===== config.mk =====
export PLATFORM = sky130hd
export DESIGN_NAME = llc_lookup_result_flat
export DESIGN_NICKNAME = d
export VERILOG_FILES = /design/src/design/llc_pkg.sv /design/src/design/llc_mem_if.sv /design/src/design/llc_lookup_result.sv /design/src/flat_wrapper.sv
export VERILOG_INCLUDE_DIRS = /design/src /design/src/design
export SDC_FILE = /design/constraint.sdc
export NUM_CORES = 1
export LEC_CHECK = 0
export BUFFER_PORTS_ARGS = -buffer_cell sky130_fd_sc_hd__buf_2
export CORE_MARGIN = 3
export CORE_UTILIZATION = 42
export DETAILED_ROUTE_END_ITERATION = 8
export GPL_TIMING_DRIVEN = 0
export PLACE_DENSITY = 0.81
export SYNTH_ARGS = -nofsm -noshare
export SYNTH_HDL_FRONTEND = slang
export SYNTH_SLANG_ARGS = --single-unit

===== constraint.sdc =====
create_clock -name clk -period 2.4 [get_ports clk]
set_input_delay 0.12 -clock clk [delete_from_list [all_inputs] [get_ports clk]]
set_output_delay 0.12 -clock clk [all_outputs]
set_load 0.01 [all_outputs]

===== src/design/llc_params.svh =====
// size definitions for the cache slice tag, state and data store
// ways, set and tag widths, line and sharer widths, RAM banking

`ifndef LLC_PARAMS_SVH
`define LLC_PARAMS_SVH

// associativity
`define LLC_WAYS 4
`define LLC_WAY_BITS 2

// 64 sets
`define LLC_SET_BITS 6
`define LLC_TAG_BITS 10
`define LLC_LINE_BITS 32
`define LLC_SHARER_BITS 4

// each way is split into banks by the top set bit
`define LLC_BANKS 2
`define LLC_BANK_ADDR_BITS (`LLC_SET_BITS - 1)

// tag, 2-bit state and dirty bit share one RAM word
`define LLC_MIXED_BITS (`LLC_TAG_BITS + 3)

`endif


===== src/design/llc_pkg.sv =====
// vector types, mixed word field positions and enums for the cache store

`include "llc_params.svh"

package llc_pkg;

    typedef logic [`LLC_SET_BITS-1:0]    set_t;
    typedef logic [`LLC_TAG_BITS-1:0]    tag_t;
    typedef logic [`LLC_WAY_BITS-1:0]    way_t;
    typedef logic [`LLC_LINE_BITS-1:0]   line_t;
    typedef logic [`LLC_SHARER_BITS-1:0] sharers_t;
    typedef logic [`LLC_MIXED_BITS-1:0]  mixed_t;

    // layout of mixed_t, tag in the low bits and dirty on top
    localparam int MIXED_TAG_LO   = 0;
    localparam int MIXED_TAG_HI   = `LLC_TAG_BITS - 1;
    localparam int MIXED_STATE_LO = `LLC_TAG_BITS;
    localparam int MIXED_STATE_HI = `LLC_TAG_BITS + 1;
    localparam int MIXED_DIRTY    = `LLC_TAG_BITS + 2;

    typedef enum logic [1:0] {
        INVALID  = 2'd0,
        VALID    = 2'd1,
        SHARED   = 2'd2,
        MODIFIED = 2'd3
    } llc_state_e;

    typedef enum logic [1:0] {
        OP_LOOKUP = 2'd0,
        OP_FILL   = 2'd1,
        OP_UPDATE = 2'd2,
        OP_FLUSH  = 2'd3
    } llc_op_e;

endpackage


===== src/design/llc_mem_if.sv =====
// memory bus between request decode, the banked store and the result stage

`timescale 1ns/1ns
`include "llc_params.svh"

interface llc_mem_if;
    // request side
    llc_pkg::set_t                                  set;
    logic                                           rd_en;
    llc_pkg::tag_t                                  lookup_tag;
    logic [`LLC_WAYS-1:0]                           mixed_we;
    logic [`LLC_WAYS-1:0]                           sharers_we;
    logic [`LLC_WAYS-1:0]                           line_we;
    logic [`LLC_SET_BITS-`LLC_BANK_ADDR_BITS-1:0]   bank;
    llc_pkg::mixed_t                                mixed_mask;
    llc_pkg::mixed_t                                mixed_wdata;
    llc_pkg::sharers_t                              sharers_wdata;
    llc_pkg::line_t                                 line_wdata;
    logic                                           evict_we;
    llc_pkg::way_t                                  evict_wdata;

    // registered read data, one entry per way
    llc_pkg::mixed_t                                mixed_rd [`LLC_WAYS];
    llc_pkg::sharers_t                              sharers_rd [`LLC_WAYS];
    llc_pkg::line_t                                 line_rd [`LLC_WAYS];
    llc_pkg::way_t                                  evict_rd;

    modport ctrl (output set, rd_en, lookup_tag, mixed_we, sharers_we, line_we, bank,
                  mixed_mask, mixed_wdata, sharers_wdata, line_wdata, evict_we, evict_wdata);

    modport mem (input set, rd_en, mixed_we, sharers_we, line_we, bank, mixed_mask,
                 mixed_wdata, sharers_wdata, line_wdata, evict_we, evict_wdata,
                 output mixed_rd, sharers_rd, line_rd, evict_rd);

    modport rsp (input rd_en, lookup_tag, mixed_rd, sharers_rd, line_rd, evict_rd);
endinterface


===== src/design/llc_lookup_result.sv =====
// tag compare over all ways, hit-way select and registered lookup response

`timescale 1ns/1ns
`include "llc_params.svh"

module llc_lookup_result (
    input  logic                clk,
    input  logic                rst,
    llc_mem_if.rsp              mem,
    output logic                rsp_valid,
    output logic                rsp_hit,
    output llc_pkg::way_t       rsp_way,
    output llc_pkg::llc_state_e rsp_state,
    output logic                rsp_dirty,
    output llc_pkg::sharers_t   rsp_sharers,
    output llc_pkg::line_t      rsp_line,
    output llc_pkg::way_t       rsp_evict_way
);

    logic                 lk_valid;
    llc_pkg::tag_t        lk_tag;
    logic [`LLC_WAYS-1:0] match;
    logic                 hit;
    llc_pkg::way_t        sel_way;
    llc_pkg::mixed_t      sel_mixed;

    // lookup strobe and tag travel alongside the RAM read
    always_ff @(posedge clk or negedge rst) begin
        if (!rst) begin
            lk_valid  <= 1'b0;
            rsp_valid <= 1'b0;
        end else begin
            lk_valid  <= mem.rd_en;
            rsp_valid <= lk_valid;
        end
    end

    always_ff @(posedge clk) begin
        lk_tag <= mem.lookup_tag;
    end

    always_comb begin
        for (int w = 0; w < `LLC_WAYS; w++) begin
            match[w] = (mem.mixed_rd[w][llc_pkg::MIXED_STATE_HI:llc_pkg::MIXED_STATE_LO]
                        != llc_pkg::INVALID) &&
                       (mem.mixed_rd[w][llc_pkg::MIXED_TAG_HI:llc_pkg::MIXED_TAG_LO] == lk_tag);
        end
        hit = |match;
        // miss falls back to the eviction way, lowest match wins on a hit
        sel_way = mem.evict_rd;
        for (int w = `LLC_WAYS - 1; w >= 0; w--) begin
            if (match[w]) begin
                sel_way = llc_pkg::way_t'(w);
            end
        end
        sel_mixed = mem.mixed_rd[sel_way];
    end

    always_ff @(posedge clk) begin
        if (lk_valid) begin
            rsp_hit       <= hit;
            rsp_way       <= sel_way;
            rsp_state     <= hit ? llc_pkg::llc_state_e'(
                                 sel_mixed[llc_pkg::MIXED_STATE_HI:llc_pkg::MIXED_STATE_LO]) :
                             llc_pkg::INVALID;
            rsp_dirty     <= sel_mixed[llc_pkg::MIXED_DIRTY];
            rsp_sharers   <= mem.sharers_rd[sel_way];
            rsp_line      <= mem.line_rd[sel_way];
            rsp_evict_way <= mem.evict_rd;
        end
    end

endmodule


===== src/flat_wrapper.sv =====
// flat-port wrapper written by rule: the top's interface ports become plain ports
module llc_lookup_result_flat 
  (clk, rst, rsp_valid, rsp_hit, rsp_way, rsp_state, rsp_dirty, rsp_sharers, rsp_line, rsp_evict_way, mem_rd_en, mem_lookup_tag, mem_mixed_rd, mem_sharers_rd, mem_line_rd, mem_evict_rd);
  llc_mem_if mem_i ();
  input  logic clk;
  input  logic rst;
  output logic rsp_valid;
  output logic rsp_hit;
  output llc_pkg::way_t rsp_way;
  output llc_pkg::llc_state_e rsp_state;
  output logic rsp_dirty;
  output llc_pkg::sharers_t rsp_sharers;
  output llc_pkg::line_t rsp_line;
  output llc_pkg::way_t rsp_evict_way;
  input wire logic [$bits(mem_i.rd_en)-1:0] mem_rd_en;
  input wire logic [$bits(mem_i.lookup_tag)-1:0] mem_lookup_tag;
  input wire logic [$bits(mem_i.mixed_rd)-1:0] mem_mixed_rd;
  input wire logic [$bits(mem_i.sharers_rd)-1:0] mem_sharers_rd;
  input wire logic [$bits(mem_i.line_rd)-1:0] mem_line_rd;
  input wire logic [$bits(mem_i.evict_rd)-1:0] mem_evict_rd;
  assign mem_i.rd_en = mem_rd_en;
  assign mem_i.lookup_tag = mem_lookup_tag;
  assign mem_i.mixed_rd = {>>{mem_mixed_rd}};
  assign mem_i.sharers_rd = {>>{mem_sharers_rd}};
  assign mem_i.line_rd = {>>{mem_line_rd}};
  assign mem_i.evict_rd = mem_evict_rd;
  llc_lookup_result u_core (.clk(clk), .rst(rst), .mem(mem_i), .rsp_valid(rsp_valid), .rsp_hit(rsp_hit), .rsp_way(rsp_way), .rsp_state(rsp_state), .rsp_dirty(rsp_dirty), .rsp_sharers(rsp_sharers), .rsp_line(rsp_line), .rsp_evict_way(rsp_evict_way));
endmodule

# ---- After elaboration in Yosys (flattened, before gate mapping)
# Cells that the tools add are included.
# Widths: inputs -> output; s select.
dict set report classes {
  order_cmp 1
  eq_ne 4
  n_bitwise 1
  n_mux 13
  reduce_logical 9
}
# op count
set ops {}
lappend ops {{$bmux 32 s2} 1}
lappend ops {{$mux 32} 2}
lappend ops {{$eq 10x10->1} 4}
lappend ops {{$bmux 13 s2} 1}
lappend ops {{$mux 13} 2}
lappend ops {{$bmux 4 s2} 1}
lappend ops {{$mux 2} 4}
lappend ops {{$mux 4} 2}
lappend ops {{$reduce_bool 2->1} 4}
lappend ops {{$logic_and 1x1->1} 4}
lappend ops {{$reduce_or 4->1} 1}
lappend ops {{$ge 3x3->1 const B} 1}
lappend ops {{$not 2->3} 1}
dict set report totals {
  ff_bits 56
  in_bits 211
  output_inout_bits 45
  elab_cells 38
}

# ---- Longest topological paths before layout
dict set report logic_depth {
  word_depth 10
  ltp_mapped 9
  ltp_nobuf 6
}

# ---- Worst setup path after synthesis
# No wires, ideal clock.
dict set report synth_path {
  kind {reg2reg}
  from {register u_core.lk_tag[6]}
  to {register u_core.rsp_state[0] (data pin)}
  arrival_time_ns 1.808
  required_time_ns 2.135
  period_less_slack_ns 2.073
  setup_time_ns 0.265
  slack_ns 0.327
  stages_incl_launch_ff 10
  path_buffers 3
  cell_sequence {dfxtp_1 buf_6 xnor2_2 o2111ai_2 or3_4 and2_4 buf_6 buf_6 a22oi_1 nand3_1}
}
dict set report synth_via {
  elab_chain_cells 10
  elab_cells_between_ends 17
  classes_between {eq/ne: 4; mux: 7; bitwise: 1; reduce/logical: 5}
}
# element line
set synth_rtl {}
lappend synth_rtl {{start, declared} llc_lookup_result.sv:21} ;# llc_pkg::tag_t lk_tag;
lappend synth_rtl {{start signal, assigned} llc_lookup_result.sv:39} ;# lk_tag <= mem.lookup_tag;
lappend synth_rtl {{$eq 10x10->1} llc_lookup_result.sv:46} ;# (mem.mixed_rd[w][llc_pkg::MIXED_TAG_HI:llc_pkg::MIXED_TAG_LO] == lk_tag);
lappend synth_rtl {{$logic_and 1x1->1} llc_lookup_result.sv:45} ;# != llc_pkg::INVALID) &&
lappend synth_rtl {{$mux 2 (4 in series)} llc_lookup_result.sv:52} ;# if (match[w]) begin
lappend synth_rtl {{$not 2->3 (implied by the code)} llc_lookup_result.sv:56} ;# sel_mixed = mem.mixed_rd[sel_way];
lappend synth_rtl {{$bmux 13 s2} llc_lookup_result.sv:56}
lappend synth_rtl {{$mux 13 (implied by the code) (2 in series)} llc_lookup_result.sv:56}
lappend synth_rtl {{end signal, assigned} llc_lookup_result.sv:63} ;# rsp_state <= hit ? llc_pkg::llc_state_e'(
lappend synth_rtl {{end, declared} llc_lookup_result.sv:13} ;# output llc_pkg::llc_state_e rsp_state,
# Parallel ways exist; a longest one is shown, timed or not. The select of a mux whose other input is x is not followed.
# A chain may end at the register's enable or synchronous reset.

# ---- Final worst setup path
dict set report layout_path {
  from {register u_core.lk_tag[0]}
  to {register u_core.rsp_line[29] (data pin)}
}
dict set report layout_via {
  elab_chain_cells 10
  elab_cells_between_ends 16
  classes_between {eq/ne: 4; mux: 7; bitwise: 1; reduce/logical: 4}
}
# element line
set layout_rtl {}
lappend layout_rtl {{$eq 10x10->1} llc_lookup_result.sv:46}
lappend layout_rtl {{$logic_and 1x1->1} llc_lookup_result.sv:45}
lappend layout_rtl {{$mux 2 (3 in series)} llc_lookup_result.sv:52}
lappend layout_rtl {{$mux 2 (*)} llc_lookup_result.sv:52}
lappend layout_rtl {{$not 2->3 (implied by the code) (*)} llc_lookup_result.sv:68} ;# rsp_line <= mem.line_rd[sel_way];
lappend layout_rtl {{$bmux 32 s2 (*)} llc_lookup_result.sv:68}
lappend layout_rtl {{$mux 32 (implied by the code) (*) (2 in series)} llc_lookup_result.sv:68}
lappend layout_rtl {{end signal, assigned} llc_lookup_result.sv:68}
lappend layout_rtl {{end, declared} llc_lookup_result.sv:16} ;# output llc_pkg::line_t rsp_line,
# Every way passes the cells marked *; elsewhere a longest branch is shown, timed or not. The select of a mux whose other input is x is not followed.

==> run metrics <==
main flop type after synthesis edfxtp_1; worst path bufs/invs 2; worst reg2reg setup slack 70 ps; FFs w/ async S/R, synth 3.57%; clock network fraction of total power 22.5%; Net Switching 697 uW; setup tns final 0 ps; status completed; leakage power total 2.38 nW; vias in the first global route 4674; Worst-path clk slew 100 ps; Diodes inserted 0; Top Ports 256; Setup WS post-layout 67.2 ps; WP data arrival 2480 ps; Antenna Nets Post-Route 0; worst-margin pin slew 396 ps; die area 10100 um^2; first-pass GRT wire length 22.9 mm; critical path peak fanout 10; die width 101 um; TritonRoute pass-1 iters 7; Area growth syn-to-layout 45.9%; Synth area leader edfxtp_1; crit path capture type register; global placer's final weighted congestion 0.987; Post-synth EDFFs 44; Worst Path Required 2550 ps; Peak VDD IR 0.000238 V; syn nets 586; Seq/Total Area, Yosys 41.8%; detailed-route DRC error count 0; Yosys reg bits 56; Setup violations, final 0; most common cell after layout, fill and taps aside buf_2; mapped cell area 3760 um^2; initial antenna violation count 0; H-tree levels 2; worst setup path start u_core.lk_tag[0]; combinational group share of total power 28.2%; final non-filler cell total 760; clk_lat worst skew 320 ps; pwr dens 431 nW/um^2; CTS tree yes; Cells after DPL 736; yosys warns 0; Mapped Cells 375; Iter 0 DRT Violations 288; r2r startpoint u_core.lk_tag[0]; commonest cells after routing, fill and taps aside buf_2, edfxtp_1, nand3_1; Starting Density 44.4%; Internal 1.67 mW; crit start category register; Area contributors post-synth edfxtp_1, a32oi_1, a31oi_1, nand3_1, dfxtp_1; root buffer cell clkbuf_8; pin count of the biggest net entering global routing 42; crit-path max cell delay 370 ps; Distinct cells, synth 38; share of layout cells above drive strength 1 50.2%; Final period util 97.2%; per-cell routed wire length 20.4 um; Cell Rows 33; area share of the largest cell type after synthesis 35.1%; drt total wl 15.5 mm; clk buf depth 2; fmax 0.429 GHz; final-layout fill cell count 714; Hold WC Path Type input port to register; nets 865; total track usage 28.6%; hold slack final 65.1 ps; Period minus WS final 2330 ps; clock buffer count from CTS 5; via count 4594; max_cap viols 0; Max transition margin 73.4%; delay-heaviest family, CP simple AND/OR/NAND/NOR gates; Final Hold Violating Endpoints 0; sequential power share 49.3%; Avg Cell Area, Syn 10.0 um^2; Post-Route Skew 15.7 ps; Slew Viols, Final 0; Core Area 8460 um^2; CTS sink cnt 56; GRT overflow 0; WS Path Type register to register; PortBufs 255; Via-to-Cell Ratio 6.04; CP cell instances xor2_1 -> nor4_1 -> nand4_1 -> buf_4 -> o211ai_4 -> buf_2 -> a31oi_1 -> a32oi_1; HP Start mem_evict_rd[0]; Sw Share 29.5%; pre-CTS WS -139 ps; slowest CP cell dfxtp_2; height of the die 101 um; post-DP HPWL 11.9 mm
-- state kept, by name, summed over array words and instances (netlist names) --
signal,cells
u_core.lk_tag,10
u_core.lk_valid,1
u_core.rsp_dirty,1
u_core.rsp_evict_way,2
u_core.rsp_hit,1
u_core.rsp_line,32
u_core.rsp_sharers,4
u_core.rsp_state,2
u_core.rsp_valid,1
u_core.rsp_way,2
-- power by group through the flow --
| stage | sequential [mW] | combinational, mW | clock (mW) |
|---|---|---|---|
| floorplan | 1.22 | 0.274 | 0 |
| global placement | 1.20 | 0.602 | 0 |
| detailed placement | 1.19 | 0.631 | 0 |
| CTS | 1.16 | 0.650 | 0.539 |
| global route | 1.17 | 0.720 | 0.574 |
| finish | 1.17 | 0.667 | 0.532 |
-- worst register-to-register path, stage by stage (launching register included) --
cell	delay, ps
dfxtp_2	370
xor2_1	190
nor4_1	340
nand4_1	290
buf_4	230
o211ai_4	120
buf_2	310
a31oi_1	140
a32oi_1	180
-- timing repair --
item                       in CTS  in global routing
hold endpoints to repair       14                  0
pin swaps                       0                  7
resized for setup               7                 19
hold buffers                   13                  0
setup endpoints to repair      37                 39
setup buffers                   0                  3
-- routing by layer --
metal	vias up	track usage [%]	part of all wire (%)
met4	0	15.5	4.8
met5	-	0	0
li1	2057	-	-
met3	58	6.92	11
met2	356	51.2	50
met1	2123	30.8	34
-- cell type report --
type | count | area, um^2 | share of cell area (%)
multi-input cells | 277 | 1880 | 34.2
flip-flops and latches | 56 | 1580 | 28.8
repair buffers | 272 | 1450 | 26.4
plain buffers | 41 | 363 | 6.61
well taps | 105 | 131 | 2.39
clock buffers | 6 | 72.6 | 1.32
clock inverters | 2 | 11.3 | 0.205
inverters | 1 | 3.75 | 0.0684
-- cell usage after synthesis (all sizes together) (4+ instances only) --
master   n
xnor2   20
a31oi   37
nand3   43
buf     37
nor4     7
dfxtp   10
nor2     7
nor3     7
edfxtp  44
xor2    20
a32oi   37
o21ai   74
clkbuf   4
nand4    7
-- cells by family (layout without fill, tap and decap cells) --
logic type | Yosys count | in the layout | synth area share [%]
simple gates | 78 | 78 | 11.6
buf+inv | 42 | 322 | 9.12
xor+xnor | 40 | 40 | 9.51
compound gates | 159 | 159 | 27.9
flops | 56 | 56 | 41.8
-- stage by stage --
step | utilization (%) | total power, mW | instance area (um^2)
floorplan | - | 1.49 | 3760
global placement | 61.1 | 1.80 | 5170
detailed placement | 61.3 | 1.82 | 5190
CTS | 64.0 | 2.35 | 5420
global route | 64.8 | 2.46 | 5490
finish | 64.8 | 2.36 | 5490
-- path summary, 6_finish.rpt --
check / end / cells past startpoint
max: u_core.rsp_line[29] / 8
min: u_core.rsp_evict_way[0] / 1
max reg2reg: u_core.rsp_line[29] / 8
min reg2reg: u_core.rsp_valid / 0
max in group asynchronous: u_core.lk_valid / 2
min in group asynchronous: u_core.lk_valid / 2
No activity file was read; power rests on OpenSTA's default activity.
