[config.mk]
export PLATFORM = sky130hd
export DESIGN_NAME = llc_req_decode_flat
export DESIGN_NICKNAME = d
export VERILOG_FILES = /design/src/design/llc_pkg.sv /design/src/design/llc_mem_if.sv /design/src/design/llc_req_decode.sv /design/src/flat_wrapper.sv
export VERILOG_INCLUDE_DIRS = /design/src /design/src/design
export SDC_FILE = /design/constraint.sdc
export NUM_CORES = 1
export LEC_CHECK = 0
export BUFFER_PORTS_ARGS = -buffer_cell sky130_fd_sc_hd__clkbuf_2
export CAP_MARGIN = 25
export CELL_PAD_IN_SITES_DETAIL_PLACEMENT = 0
export CELL_PAD_IN_SITES_GLOBAL_PLACEMENT = 1
export CORE_ASPECT_RATIO = 0.6
export CORE_MARGIN = 3
export CORE_UTILIZATION = 14
export DETAILED_ROUTE_END_ITERATION = 10
export PLACE_DENSITY = 0.9
export SLEW_MARGIN = 20
export SYNTH_ARGS = -nofsm -noshare
export SYNTH_HDL_FRONTEND = slang
export SYNTH_SLANG_ARGS = --single-unit
export TNS_END_PERCENT = 100
[constraint.sdc]
create_clock -name vclk -period 0.9
set_clock_uncertainty 0.2 [all_clocks]
set_input_delay 0.045 -clock vclk [all_inputs]
set_output_delay 0.045 -clock vclk [all_outputs]
set_load 0.03 [all_outputs]
[src/design/llc_params.svh]
// size definitions for the cache slice tag, state and data store
// ways, set and tag widths, line and sharer widths, RAM banking

`ifndef LLC_PARAMS_SVH
`define LLC_PARAMS_SVH

// associativity
`define LLC_WAYS 4
`define LLC_WAY_BITS 2

// 64 sets
`define LLC_SET_BITS 6
`define LLC_TAG_BITS 10
`define LLC_LINE_BITS 32
`define LLC_SHARER_BITS 4

// each way is split into banks by the top set bit
`define LLC_BANKS 2
`define LLC_BANK_ADDR_BITS (`LLC_SET_BITS - 1)

// tag, 2-bit state and dirty bit share one RAM word
`define LLC_MIXED_BITS (`LLC_TAG_BITS + 3)

`endif

[src/design/llc_pkg.sv]
// vector types, mixed word field positions and enums for the cache store

`include "llc_params.svh"

package llc_pkg;

    typedef logic [`LLC_SET_BITS-1:0]    set_t;
    typedef logic [`LLC_TAG_BITS-1:0]    tag_t;
    typedef logic [`LLC_WAY_BITS-1:0]    way_t;
    typedef logic [`LLC_LINE_BITS-1:0]   line_t;
    typedef logic [`LLC_SHARER_BITS-1:0] sharers_t;
    typedef logic [`LLC_MIXED_BITS-1:0]  mixed_t;

    // layout of mixed_t, tag in the low bits and dirty on top
    localparam int MIXED_TAG_LO   = 0;
    localparam int MIXED_TAG_HI   = `LLC_TAG_BITS - 1;
    localparam int MIXED_STATE_LO = `LLC_TAG_BITS;
    localparam int MIXED_STATE_HI = `LLC_TAG_BITS + 1;
    localparam int MIXED_DIRTY    = `LLC_TAG_BITS + 2;

    typedef enum logic [1:0] {
        INVALID  = 2'd0,
        VALID    = 2'd1,
        SHARED   = 2'd2,
        MODIFIED = 2'd3
    } llc_state_e;

    typedef enum logic [1:0] {
        OP_LOOKUP = 2'd0,
        OP_FILL   = 2'd1,
        OP_UPDATE = 2'd2,
        OP_FLUSH  = 2'd3
    } llc_op_e;

endpackage

[src/design/llc_mem_if.sv]
// memory bus between request decode, the banked store and the result stage

`timescale 1ns/1ns
`include "llc_params.svh"

interface llc_mem_if;
    // request side
    llc_pkg::set_t                                  set;
    logic                                           rd_en;
    llc_pkg::tag_t                                  lookup_tag;
    logic [`LLC_WAYS-1:0]                           mixed_we;
    logic [`LLC_WAYS-1:0]                           sharers_we;
    logic [`LLC_WAYS-1:0]                           line_we;
    logic [`LLC_SET_BITS-`LLC_BANK_ADDR_BITS-1:0]   bank;
    llc_pkg::mixed_t                                mixed_mask;
    llc_pkg::mixed_t                                mixed_wdata;
    llc_pkg::sharers_t                              sharers_wdata;
    llc_pkg::line_t                                 line_wdata;
    logic                                           evict_we;
    llc_pkg::way_t                                  evict_wdata;

    // registered read data, one entry per way
    llc_pkg::mixed_t                                mixed_rd [`LLC_WAYS];
    llc_pkg::sharers_t                              sharers_rd [`LLC_WAYS];
    llc_pkg::line_t                                 line_rd [`LLC_WAYS];
    llc_pkg::way_t                                  evict_rd;

    modport ctrl (output set, rd_en, lookup_tag, mixed_we, sharers_we, line_we, bank,
                  mixed_mask, mixed_wdata, sharers_wdata, line_wdata, evict_we, evict_wdata);

    modport mem (input set, rd_en, mixed_we, sharers_we, line_we, bank, mixed_mask,
                 mixed_wdata, sharers_wdata, line_wdata, evict_we, evict_wdata,
                 output mixed_rd, sharers_rd, line_rd, evict_rd);

    modport rsp (input rd_en, lookup_tag, mixed_rd, sharers_rd, line_rd, evict_rd);
endinterface

[src/design/llc_req_decode.sv]
// request decode into way and bank write enables, masks and packed write words

`timescale 1ns/1ns
`include "llc_params.svh"

module llc_req_decode (
    input logic                 req_valid,
    input llc_pkg::llc_op_e     req_op,
    input llc_pkg::set_t        req_set,
    input llc_pkg::tag_t        req_tag,
    input llc_pkg::way_t        req_way,
    input llc_pkg::line_t       req_line,
    input llc_pkg::llc_state_e  req_state,
    input logic                 req_dirty,
    input llc_pkg::sharers_t    req_sharers,
    llc_mem_if.ctrl             mem
);

    logic                 is_fill;
    logic                 is_update;
    logic                 is_flush;
    logic [`LLC_WAYS-1:0] way_sel;

    assign is_fill   = req_valid && (req_op == llc_pkg::OP_FILL);
    assign is_update = req_valid && (req_op == llc_pkg::OP_UPDATE);
    assign is_flush  = req_valid && (req_op == llc_pkg::OP_FLUSH);

    always_comb begin
        for (int w = 0; w < `LLC_WAYS; w++) begin
            way_sel[w] = (is_fill || is_update) && (req_way == llc_pkg::way_t'(w));
        end
    end

    assign mem.set        = req_set;
    assign mem.rd_en      = req_valid && (req_op == llc_pkg::OP_LOOKUP);
    assign mem.lookup_tag = req_tag;
    assign mem.bank       = req_set[`LLC_SET_BITS-1:`LLC_BANK_ADDR_BITS];

    // flush hits every way of the set
    assign mem.mixed_we   = way_sel | {`LLC_WAYS{is_flush}};
    assign mem.sharers_we = way_sel | {`LLC_WAYS{is_flush}};
    assign mem.line_we    = is_fill ? way_sel : '0;

    always_comb begin
        mem.mixed_mask = '0;
        if (is_fill) begin
            mem.mixed_mask[llc_pkg::MIXED_TAG_HI:llc_pkg::MIXED_TAG_LO] = '1;
        end
        if (is_fill || is_update || is_flush) begin
            mem.mixed_mask[llc_pkg::MIXED_STATE_HI:llc_pkg::MIXED_STATE_LO] = '1;
            mem.mixed_mask[llc_pkg::MIXED_DIRTY] = 1'b1;
        end
    end

    always_comb begin
        mem.mixed_wdata = '0;
        mem.mixed_wdata[llc_pkg::MIXED_TAG_HI:llc_pkg::MIXED_TAG_LO] = req_tag;
        mem.mixed_wdata[llc_pkg::MIXED_STATE_HI:llc_pkg::MIXED_STATE_LO] =
            is_flush ? llc_pkg::INVALID : req_state;
        mem.mixed_wdata[llc_pkg::MIXED_DIRTY] = is_flush ? 1'b0 : req_dirty;
    end

    // sharers cleared on flush
    assign mem.sharers_wdata = is_flush ? '0 : req_sharers;
    assign mem.line_wdata    = req_line;

    // round-robin pointer moves past the filled way
    assign mem.evict_we    = is_fill;
    assign mem.evict_wdata = (req_way == llc_pkg::way_t'(`LLC_WAYS - 1)) ? '0 :
                             req_way + llc_pkg::way_t'(1);

endmodule

[src/flat_wrapper.sv]
// flat-port wrapper written by rule: the top's interface ports become plain ports
module llc_req_decode_flat 
  (req_valid, req_op, req_set, req_tag, req_way, req_line, req_state, req_dirty, req_sharers, mem_set, mem_rd_en, mem_lookup_tag, mem_mixed_we, mem_sharers_we, mem_line_we, mem_bank, mem_mixed_mask, mem_mixed_wdata, mem_sharers_wdata, mem_line_wdata, mem_evict_we, mem_evict_wdata);
  llc_mem_if mem_i ();
  input logic req_valid;
  input llc_pkg::llc_op_e req_op;
  input llc_pkg::set_t req_set;
  input llc_pkg::tag_t req_tag;
  input llc_pkg::way_t req_way;
  input llc_pkg::line_t req_line;
  input llc_pkg::llc_state_e req_state;
  input logic req_dirty;
  input llc_pkg::sharers_t req_sharers;
  output wire logic [$bits(mem_i.set)-1:0] mem_set;
  output wire logic [$bits(mem_i.rd_en)-1:0] mem_rd_en;
  output wire logic [$bits(mem_i.lookup_tag)-1:0] mem_lookup_tag;
  output wire logic [$bits(mem_i.mixed_we)-1:0] mem_mixed_we;
  output wire logic [$bits(mem_i.sharers_we)-1:0] mem_sharers_we;
  output wire logic [$bits(mem_i.line_we)-1:0] mem_line_we;
  output wire logic [$bits(mem_i.bank)-1:0] mem_bank;
  output wire logic [$bits(mem_i.mixed_mask)-1:0] mem_mixed_mask;
  output wire logic [$bits(mem_i.mixed_wdata)-1:0] mem_mixed_wdata;
  output wire logic [$bits(mem_i.sharers_wdata)-1:0] mem_sharers_wdata;
  output wire logic [$bits(mem_i.line_wdata)-1:0] mem_line_wdata;
  output wire logic [$bits(mem_i.evict_we)-1:0] mem_evict_we;
  output wire logic [$bits(mem_i.evict_wdata)-1:0] mem_evict_wdata;
  assign mem_set = mem_i.set;
  assign mem_rd_en = mem_i.rd_en;
  assign mem_lookup_tag = mem_i.lookup_tag;
  assign mem_mixed_we = mem_i.mixed_we;
  assign mem_sharers_we = mem_i.sharers_we;
  assign mem_line_we = mem_i.line_we;
  assign mem_bank = mem_i.bank;
  assign mem_mixed_mask = mem_i.mixed_mask;
  assign mem_mixed_wdata = mem_i.mixed_wdata;
  assign mem_sharers_wdata = mem_i.sharers_wdata;
  assign mem_line_wdata = mem_i.line_wdata;
  assign mem_evict_we = mem_i.evict_we;
  assign mem_evict_wdata = mem_i.evict_wdata;
  llc_req_decode u_core (.req_valid(req_valid), .req_op(req_op), .req_set(req_set), .req_tag(req_tag), .req_way(req_way), .req_line(req_line), .req_state(req_state), .req_dirty(req_dirty), .req_sharers(req_sharers), .mem(mem_i));
endmodule
# Yosys cells after proc, flatten, opt, wreduce, memory -nomap -nowiden
# Index checks and enable logic that the tools add are counted.
# word_totals
out_inout_bits	95
in_bits	60
romBits	0
regBits	0
latch_bits	0
memories	0
wordCells	27
mem_bits_rw	0
# classes
n_reduce_logical	12
bitwise_logic	1
mul	0
add_sub_neg	1
eq_ne	6
magnitude_cmp	0
div_mod_pow	0
mux	7
shifts	0
# op_table
op	count
$mux W10	1
$eq A2 B2 Y1 const B	4
$logic_and A1 B1 Y1	8
$mux W4	2
$eq A2 B1 Y1 const B	2
$logic_not A2 Y1	2
$mux W2	2
$or A4 B4 Y4	1
$mux W3	1
$add A2 B1 Y2 const B	1
$logic_or A1 B1 Y1	2
$mux W1	1

# Logic depth before layout (Yosys ltp)
# Gate-level depths: netlist of the first run.
# logic_depth
ltp_word	5
mapped_depth	5
depth_no_buf	4

# Worst setup path before layout of the first run
# Ideal clock, no wire load.
# synth_timing
path_kind	input -> output
startpoint	input port req_way[0]
endpoint	output port mem_sharers_we[2]
required_ns	0.655
path_stages	5
arrival_ns	1.349
path_buffers	1
setup_slack_ns	-0.694
cell_sequence	inv_1 -> ha_1 -> nor2_1 -> o21ai_0 -> buf_4
# synth_via
elab_chain_cells	3
# synth_lines
item	line_no	rtl
from (decl)	flat_wrapper.sv:9	input llc_pkg::way_t req_way;
$eq A2 B2 Y1	llc_req_decode.sv:30	way_sel[w] = (is_fill || is_update) && (req_way == llc_pkg::way_t'(w));
$logic_and A1 B1 Y1	llc_req_decode.sv:30	
$or A4 B4 Y4	n/a	
to (decl)	flat_wrapper.sv:18	output wire logic [$bits(mem_i.sharers_we)-1:0] mem_sharers_we;
# Every way passes these cells.

# Final worst setup path of the first run
# layout_timing
startpoint	input port req_op[1]
endpoint	output port mem_mixed_mask[9]
# layout_via
elab_chain_cells	3
# layout_lines
item	line_no	rtl
from (decl)	flat_wrapper.sv:6	input llc_pkg::llc_op_e req_op;
$eq A2 B1 Y1	llc_req_decode.sv:24	assign is_fill = req_valid && (req_op == llc_pkg::OP_FILL);
$logic_and A1 B1 Y1	llc_req_decode.sv:24	
$mux W10	llc_req_decode.sv:46	if (is_fill) begin
to (decl)	flat_wrapper.sv:21	output wire logic [$bits(mem_i.mixed_mask)-1:0] mem_mixed_mask;
# Every way passes these cells.

==> results by group, run 1 <==
Timing
  • Ratio of final minimum period to clock period: 115.0%
  • Slew Viols, Final: 0
  • Final WS setup: -0.1350 ns
  • Final hold slack: -0.1099 ns
  • Slew headroom: 76.39%
  • TNS Setup: -2.947 ns
  • Fin crit period: 1.035 ns
  • Worst Tran Pin Value: 0.3556 ns
  • Final setup fails: 29
  • Final hold violation count: 22
  • RSZ-0062 raised after global routing: true
  • Fmax: 966.2 MHz

Floorplan
  • Die width: 102.9 µm
  • Initial Utilization: 15.02%
  • DIE HEIGHT: 64.17 µm
  • Die area: 6606 µm²
  • Total core area: 5255 µm²
  • I/O pin count: 155
  • Row Count: 20

Final layout
  • Seq Cell Count: 0
  • Area of the multi-input gates: 420.4 µm²
  • Fraction of layout cells with a size suffix above 1: 71.32%
  • Fill cells: 515
  • Fin area: 1747 µm²
  • Area delta synth->final: 121.2%
  • Clkbuf count: 0
  • Post-layout util: 33.24%
  • Non-filler cells, final: 195
  • Register area: 0 µm²
  • N_diodes: 0
  • Final nets: 195

Route
  • Initial drt markers: 12
  • Vias per Instance: 3.441
  • Via count: 671
  • Antenna-violating nets left: 0
  • DRT Pass-1 Iters: 2
  • DRC: 0
  • Final WL: 3.012 mm
  • Post-DR wirelength/cell: 15.45 µm

Global routing
  • Initial antenna violation count: 0
  • Pin count of the biggest net entering global routing: 8
  • Global-route wire length before repair: 4.333 mm
  • Vias in the first global route: 722
  • GR Overflow Total: 0
  • GRT Util Overall: 8.108%

Pwr
  • Internal Power: 0.5171 mW
  • Gate power share: 100.0%
  • PD cells: 632.8 nW/µm²
  • Clock power share: 0%
  • Worst IR Drop VDD: 0.1442 mV
  • Switching power: 0.5882 mW
  • Switching Share: 53.21%
  • Part of the power in registers: 0%
  • Leakage: 1.037 nW

Critical path
  • Worst Path Buf+Inv: 3
  • Startpoint types: input pin
  • CP endpoint kind: output pin
  • Slowest stage delay, CP: 0.35 ns
  • Critical Path, Cell by Cell: buf_8 > and3b_4 > buf_8 > buf_8
  • Max FO, Critical Path: 6
  • Slowest cell on the critical path: and3b_4
  • WP data arrival: 0.79 ns
  • Worst setup path class: input pin to output pin
  • Top delay family on crit path: buffers and inverters
  • Crit-path most repeated cell: buf_8
  • Data required, critical path: 0.65 ns

Placed design
  • Gpl congestion: 0.6480
  • Hpwl dp: 1.795 mm
  • Dpl cells: 157
  • Post-DP Area: 754.5 µm²
  • IO Port Bufs: 48

Logic synthesis
  • Sequential area share after synthesis: 0%
  • Dominant cells by area after synthesis: buf_4, and2_2, ha_1
  • Syn_area_per_cell: 7.177 µm²
  • Synth unique cells: 11
  • Top-area cell type share of the netlist area: 72.27%
  • Cell taking the most area after synthesis: buf_4
  • Post-Synthesis Net Count: 174
  • Synth warn: 0
  • Mapped Area: 789.5 µm²
  • Cells after Synth: 110

Status
  • Run status: finished with violations
  • Violated checks: negative hold slack, negative setup slack

CTS
  • Hold_buf cts: 37

Run
  • Max-cap violation count: 0

Min path
  • Hold Path Class: input pin to output pin
-- metal layers --
metal	vias to the layer above	wire [µm]	GRT usage [%]
li1	308	-	-
met1	314	1019	9.487
met2	45	1741	14.94
met3	4	210	2.290
met4	0	40	0.9693
met5	-	0	0
-- synthesized netlist by cell type --
library cell  count
nand3_1           3
and2_2            7
nand2_1           3
o21ai_0           4
nor2b_1           1
and3b_2           1
ha_1              4
buf_4            76
inv_1             2
nor2_1            4
and2_1            5
-- worst paths after layout --
path / startpoint / to / slack [ns] / cells after the start
worst max-delay path: req_op[1] / mem_mixed_mask[9] / -0.14 / 4
worst min-delay path: req_set[5] / mem_set[5] / -0.11 / 0
-- power groups by stage --
stage | clock, mW | sequential, mW | combinational (mW)
final | 0 | 0 | 1.11
after CTS | 0 | 0 | 1.02
after global routing | 0 | 0 | 1.15
after floorplan | 0 | 0 | 0.874
after detailed placement | 0 | 0 | 0.480
after global placement | 0 | 0 | 0.474
-- through the flow --
stage / hold slack (ns) / worst slack, ns / power (mW)
2_1_floorplan: -0.002728 / -0.09507 / 0.8740
3_3_place_gp: -0.1098 / -0.3027 / 0.4742
3_5_place_dp: -0.1098 / -0.3280 / 0.4802
4_1_cts: -0.1097 / -0.1640 / 1.017
5_1_grt: -0.1097 / -0.1664 / 1.147
6_report: -0.1099 / -0.1350 / 1.105
-- logic make-up after synthesis --
family                     Yosys count  share of synthesized area (%)
buffers and inverters               78                          73.22
adders and majority gates            4                          6.339
AOI/OAI and AO/OA                    4                          2.536
and+or+nand+nor                     24                          17.91
-- final cells by class --
| cell class | count | share of cell area (%) |
|---|---|---|
| Multi-Input combinational cell | 33 | 24.07 |
| Inverter | 2 | 1.862 |
| Timing Repair Buffer | 94 | 69.34 |
| Tap cell | 66 | 4.728 |
-- cells in the final DEF, fill, tap and decap left out --
| master | count |
|---|---|
| and2_4 | 12 |
| and3b_4 | 1 |
| buf_4 | 6 |
| buf_6 | 3 |
| buf_8 | 38 |
| clkbuf_16 | 2 |
| clkbuf_2 | 7 |
| clkbuf_8 | 1 |
| clkinv_8 | 1 |
| dlymetal6s4s_1 | 37 |
| ha_4 | 4 |
| inv_12 | 1 |
| nand2_2 | 1 |
| nand2_4 | 2 |
| nand3_2 | 2 |
| nand3_4 | 2 |
| nor2_2 | 1 |
| nor2_4 | 3 |
| nor2b_4 | 1 |
| o21ai_4 | 4 |
-- timing repair --
action | 4_1_cts | 5_1_grt
gates resized for setup | 105 | 79
pin swaps | 16 | 11
setup endpoints to repair | 36 | 72
gates cloned | 1 | 0
endpoints found under the hold margin | 59 | 22
buffers inserted | 0 | 0
(Power assumes the default switching activity.)
==> inputs of run 2 (changes only) <==
--- a/config.mk
+++ b/config.mk
@@ -6,6 +6,7 @@
 export SDC_FILE = /design/constraint.sdc
 export NUM_CORES = 1
 export LEC_CHECK = 0
+export ABC_AREA = 1
 export BUFFER_PORTS_ARGS = -buffer_cell sky130_fd_sc_hd__clkbuf_2
 export CAP_MARGIN = 25
 export CELL_PAD_IN_SITES_DETAIL_PLACEMENT = 0
@@ -14,7 +15,7 @@
 export CORE_MARGIN = 3
 export CORE_UTILIZATION = 14
 export DETAILED_ROUTE_END_ITERATION = 10
-export PLACE_DENSITY = 0.9
+export PLACE_DENSITY = 0.91
 export SLEW_MARGIN = 20
 export SYNTH_ARGS = -nofsm -noshare
 export SYNTH_HDL_FRONTEND = slang
==> results by group, run 2 <==
Timing
  • Final WS setup: -0.1240 ns
  • Slew Viols, Final: 0
  • Slew headroom: 77.71%
  • Worst Tran Pin Value: 0.3332 ns
  • Final hold slack: -0.1100 ns
  • Ratio of final minimum period to clock period: 113.8%
  • Fin crit period: 1.024 ns
  • RSZ-0062 raised after global routing: true
  • Final hold violation count: 27
  • Final setup fails: 56
  • Fmax: 976.6 MHz

Floorplan
  • Die width: 103.4 µm
  • Die area: 6664 µm²
  • Total core area: 5280 µm²
  • DIE HEIGHT: 64.45 µm
  • Initial Utilization: 15.09%
  • I/O pin count: 155
  • Row Count: 20

Global routing
  • Initial antenna violation count: 0
  • Global-route wire length before repair: 3.111 mm
  • GRT Util Overall: 5.952%
  • Vias in the first global route: 545
  • Pin count of the biggest net entering global routing: 11
  • GR Overflow Total: 0

Route
  • Via count: 648
  • Antenna-violating nets left: 0
  • DRT Pass-1 Iters: 4
  • DRC: 0
  • Initial drt markers: 3
  • Post-DR wirelength/cell: 12.74 µm
  • Final WL: 2.701 mm
  • Vias per Instance: 3.057

Critical path
  • CP endpoint kind: output pin
  • Data required, critical path: 0.65 ns
  • WP data arrival: 0.78 ns
  • Startpoint types: input pin
  • Slowest cell on the critical path: dlygate4sd3_1
  • Top delay family on crit path: buffers and inverters
  • Max FO, Critical Path: 1
  • Critical Path, Cell by Cell: dlygate4sd3_1
  • Worst Path Buf+Inv: 1
  • Worst setup path class: input pin to output pin
  • Slowest stage delay, CP: 0.73 ns

Final layout
  • N_diodes: 0
  • Post-layout util: 28.18%
  • Seq Cell Count: 0
  • Clkbuf count: 0
  • Most frequent cells in the layout: dlygate4sd3_1, buf_8, clkbuf_8, buf_4, inv_1
  • Register area: 0 µm²
  • Fraction of layout cells with a size suffix above 1: 62.22%
  • Final nets: 201
  • Most common cell after layout, fill and taps aside: dlygate4sd3_1
  • Area delta synth->final: 86.66%
  • Non-filler cells, final: 212

Logic synthesis
  • Cells after Synth: 123
  • Synth warn: 0
  • Post-synth top cells: buf_4, inv_1, nand2_1
  • Sequential area share after synthesis: 0%
  • Dominant cells by area after synthesis: buf_4, inv_1, ha_1
  • Syn_area_per_cell: 6.480 µm²
  • Top-count cell post-synth: buf_4
  • Top-area cell type share of the netlist area: 71.59%
  • Post-Synthesis Net Count: 187
  • Cell taking the most area after synthesis: buf_4
  • Synth unique cells: 9
  • Mapped Area: 797.0 µm²

Placed design
  • Dpl ws: -0.2910 ns
  • Dpl cells: 178
  • Hpwl dp: 1.698 mm
  • IO Port Bufs: 48
  • Gpl congestion: 0.6394

Min path
  • Hold Path Class: input pin to output pin

Status
  • Violated checks: negative hold slack, negative setup slack
  • Run status: finished with violations

Pwr
  • Leakage: 0.6769 nW
  • PD cells: 632.7 nW/µm²
  • Pwr Total: 0.9413 mW
  • Worst IR Drop VDD: 0.1576 mV

Run
  • Max-cap violation count: 0
-- run 2: layout make-up --
type                       count  area, µm²
fill                         563       3792
multi-input combinational     29      332.8
timing repair inverter         1      7.507
inverter                      18      91.34
tap                           77      96.34
timing repair buffer          87      959.7
-- run 2: path summary, 6_finish.rpt --
path              slack, ns   startpoint            endpoint  cells past startpoint
hold / removal        -0.11   req_tag[1]  mem_mixed_wdata[1]                      0
setup / recovery      -0.12  req_line[2]   mem_line_wdata[2]                      1
-- run 2: through the flow --
stage / area [µm²] / setup TNS (ns)
2_1_floorplan: 879.6 / -2.439
3_3_place_gp: 641.9 / -5.155
3_5_place_dp: 641.9 / -5.702
4_1_cts: 1074 / -1.938
5_1_grt: 1488 / -5.987
6_report: 1488 / -4.779
-- run 2: routing by layer --
layer / wire length, µm / part of all wire [%] / global-route usage [%] / vias to the layer above
li1: - / - / - / 308
met1: 825 / 31 / 6.346 / 287
met2: 1527 / 57 / 8.730 / 51
met3: 347 / 13 / 5.806 / 2
met4: 2 / 0.074 / 0 / 0
met5: 0 / 0 / 3.419 / -
-- run 2: report_power, final --
| group | switching (mW) | total (mW) | internal (mW) | leakage (nW) |
|---|---|---|---|---|
| Sequential | 0 | 0 | 0 | 0 |
| Clock | 0 | 0 | 0 | 0 |
| Combinational | 0.543 | 0.941 | 0.399 | 0.677 |
-- run 2: cell families (layout without fill, tap and decap cells) --
group | after synthesis | in the layout | share of synthesized area [%]
and+or+nand+nor | 24 | 24 | 13.03
adders and majority gates | 4 | 4 | 6.280
AOI/OAI and AO/OA | 1 | 1 | 0.6273
buffers and inverters | 94 | 106 | 80.06
-- run 2: what timing repair did --
item / 4_1_cts / 5_1_grt
buffers inserted: 0 / 1
gates resized for setup: 101 / 45
gates cloned: 1 / 0
endpoints found under the setup margin: 36 / 35
hold endpoints to repair: 59 / 59
pin swaps: 15 / 8
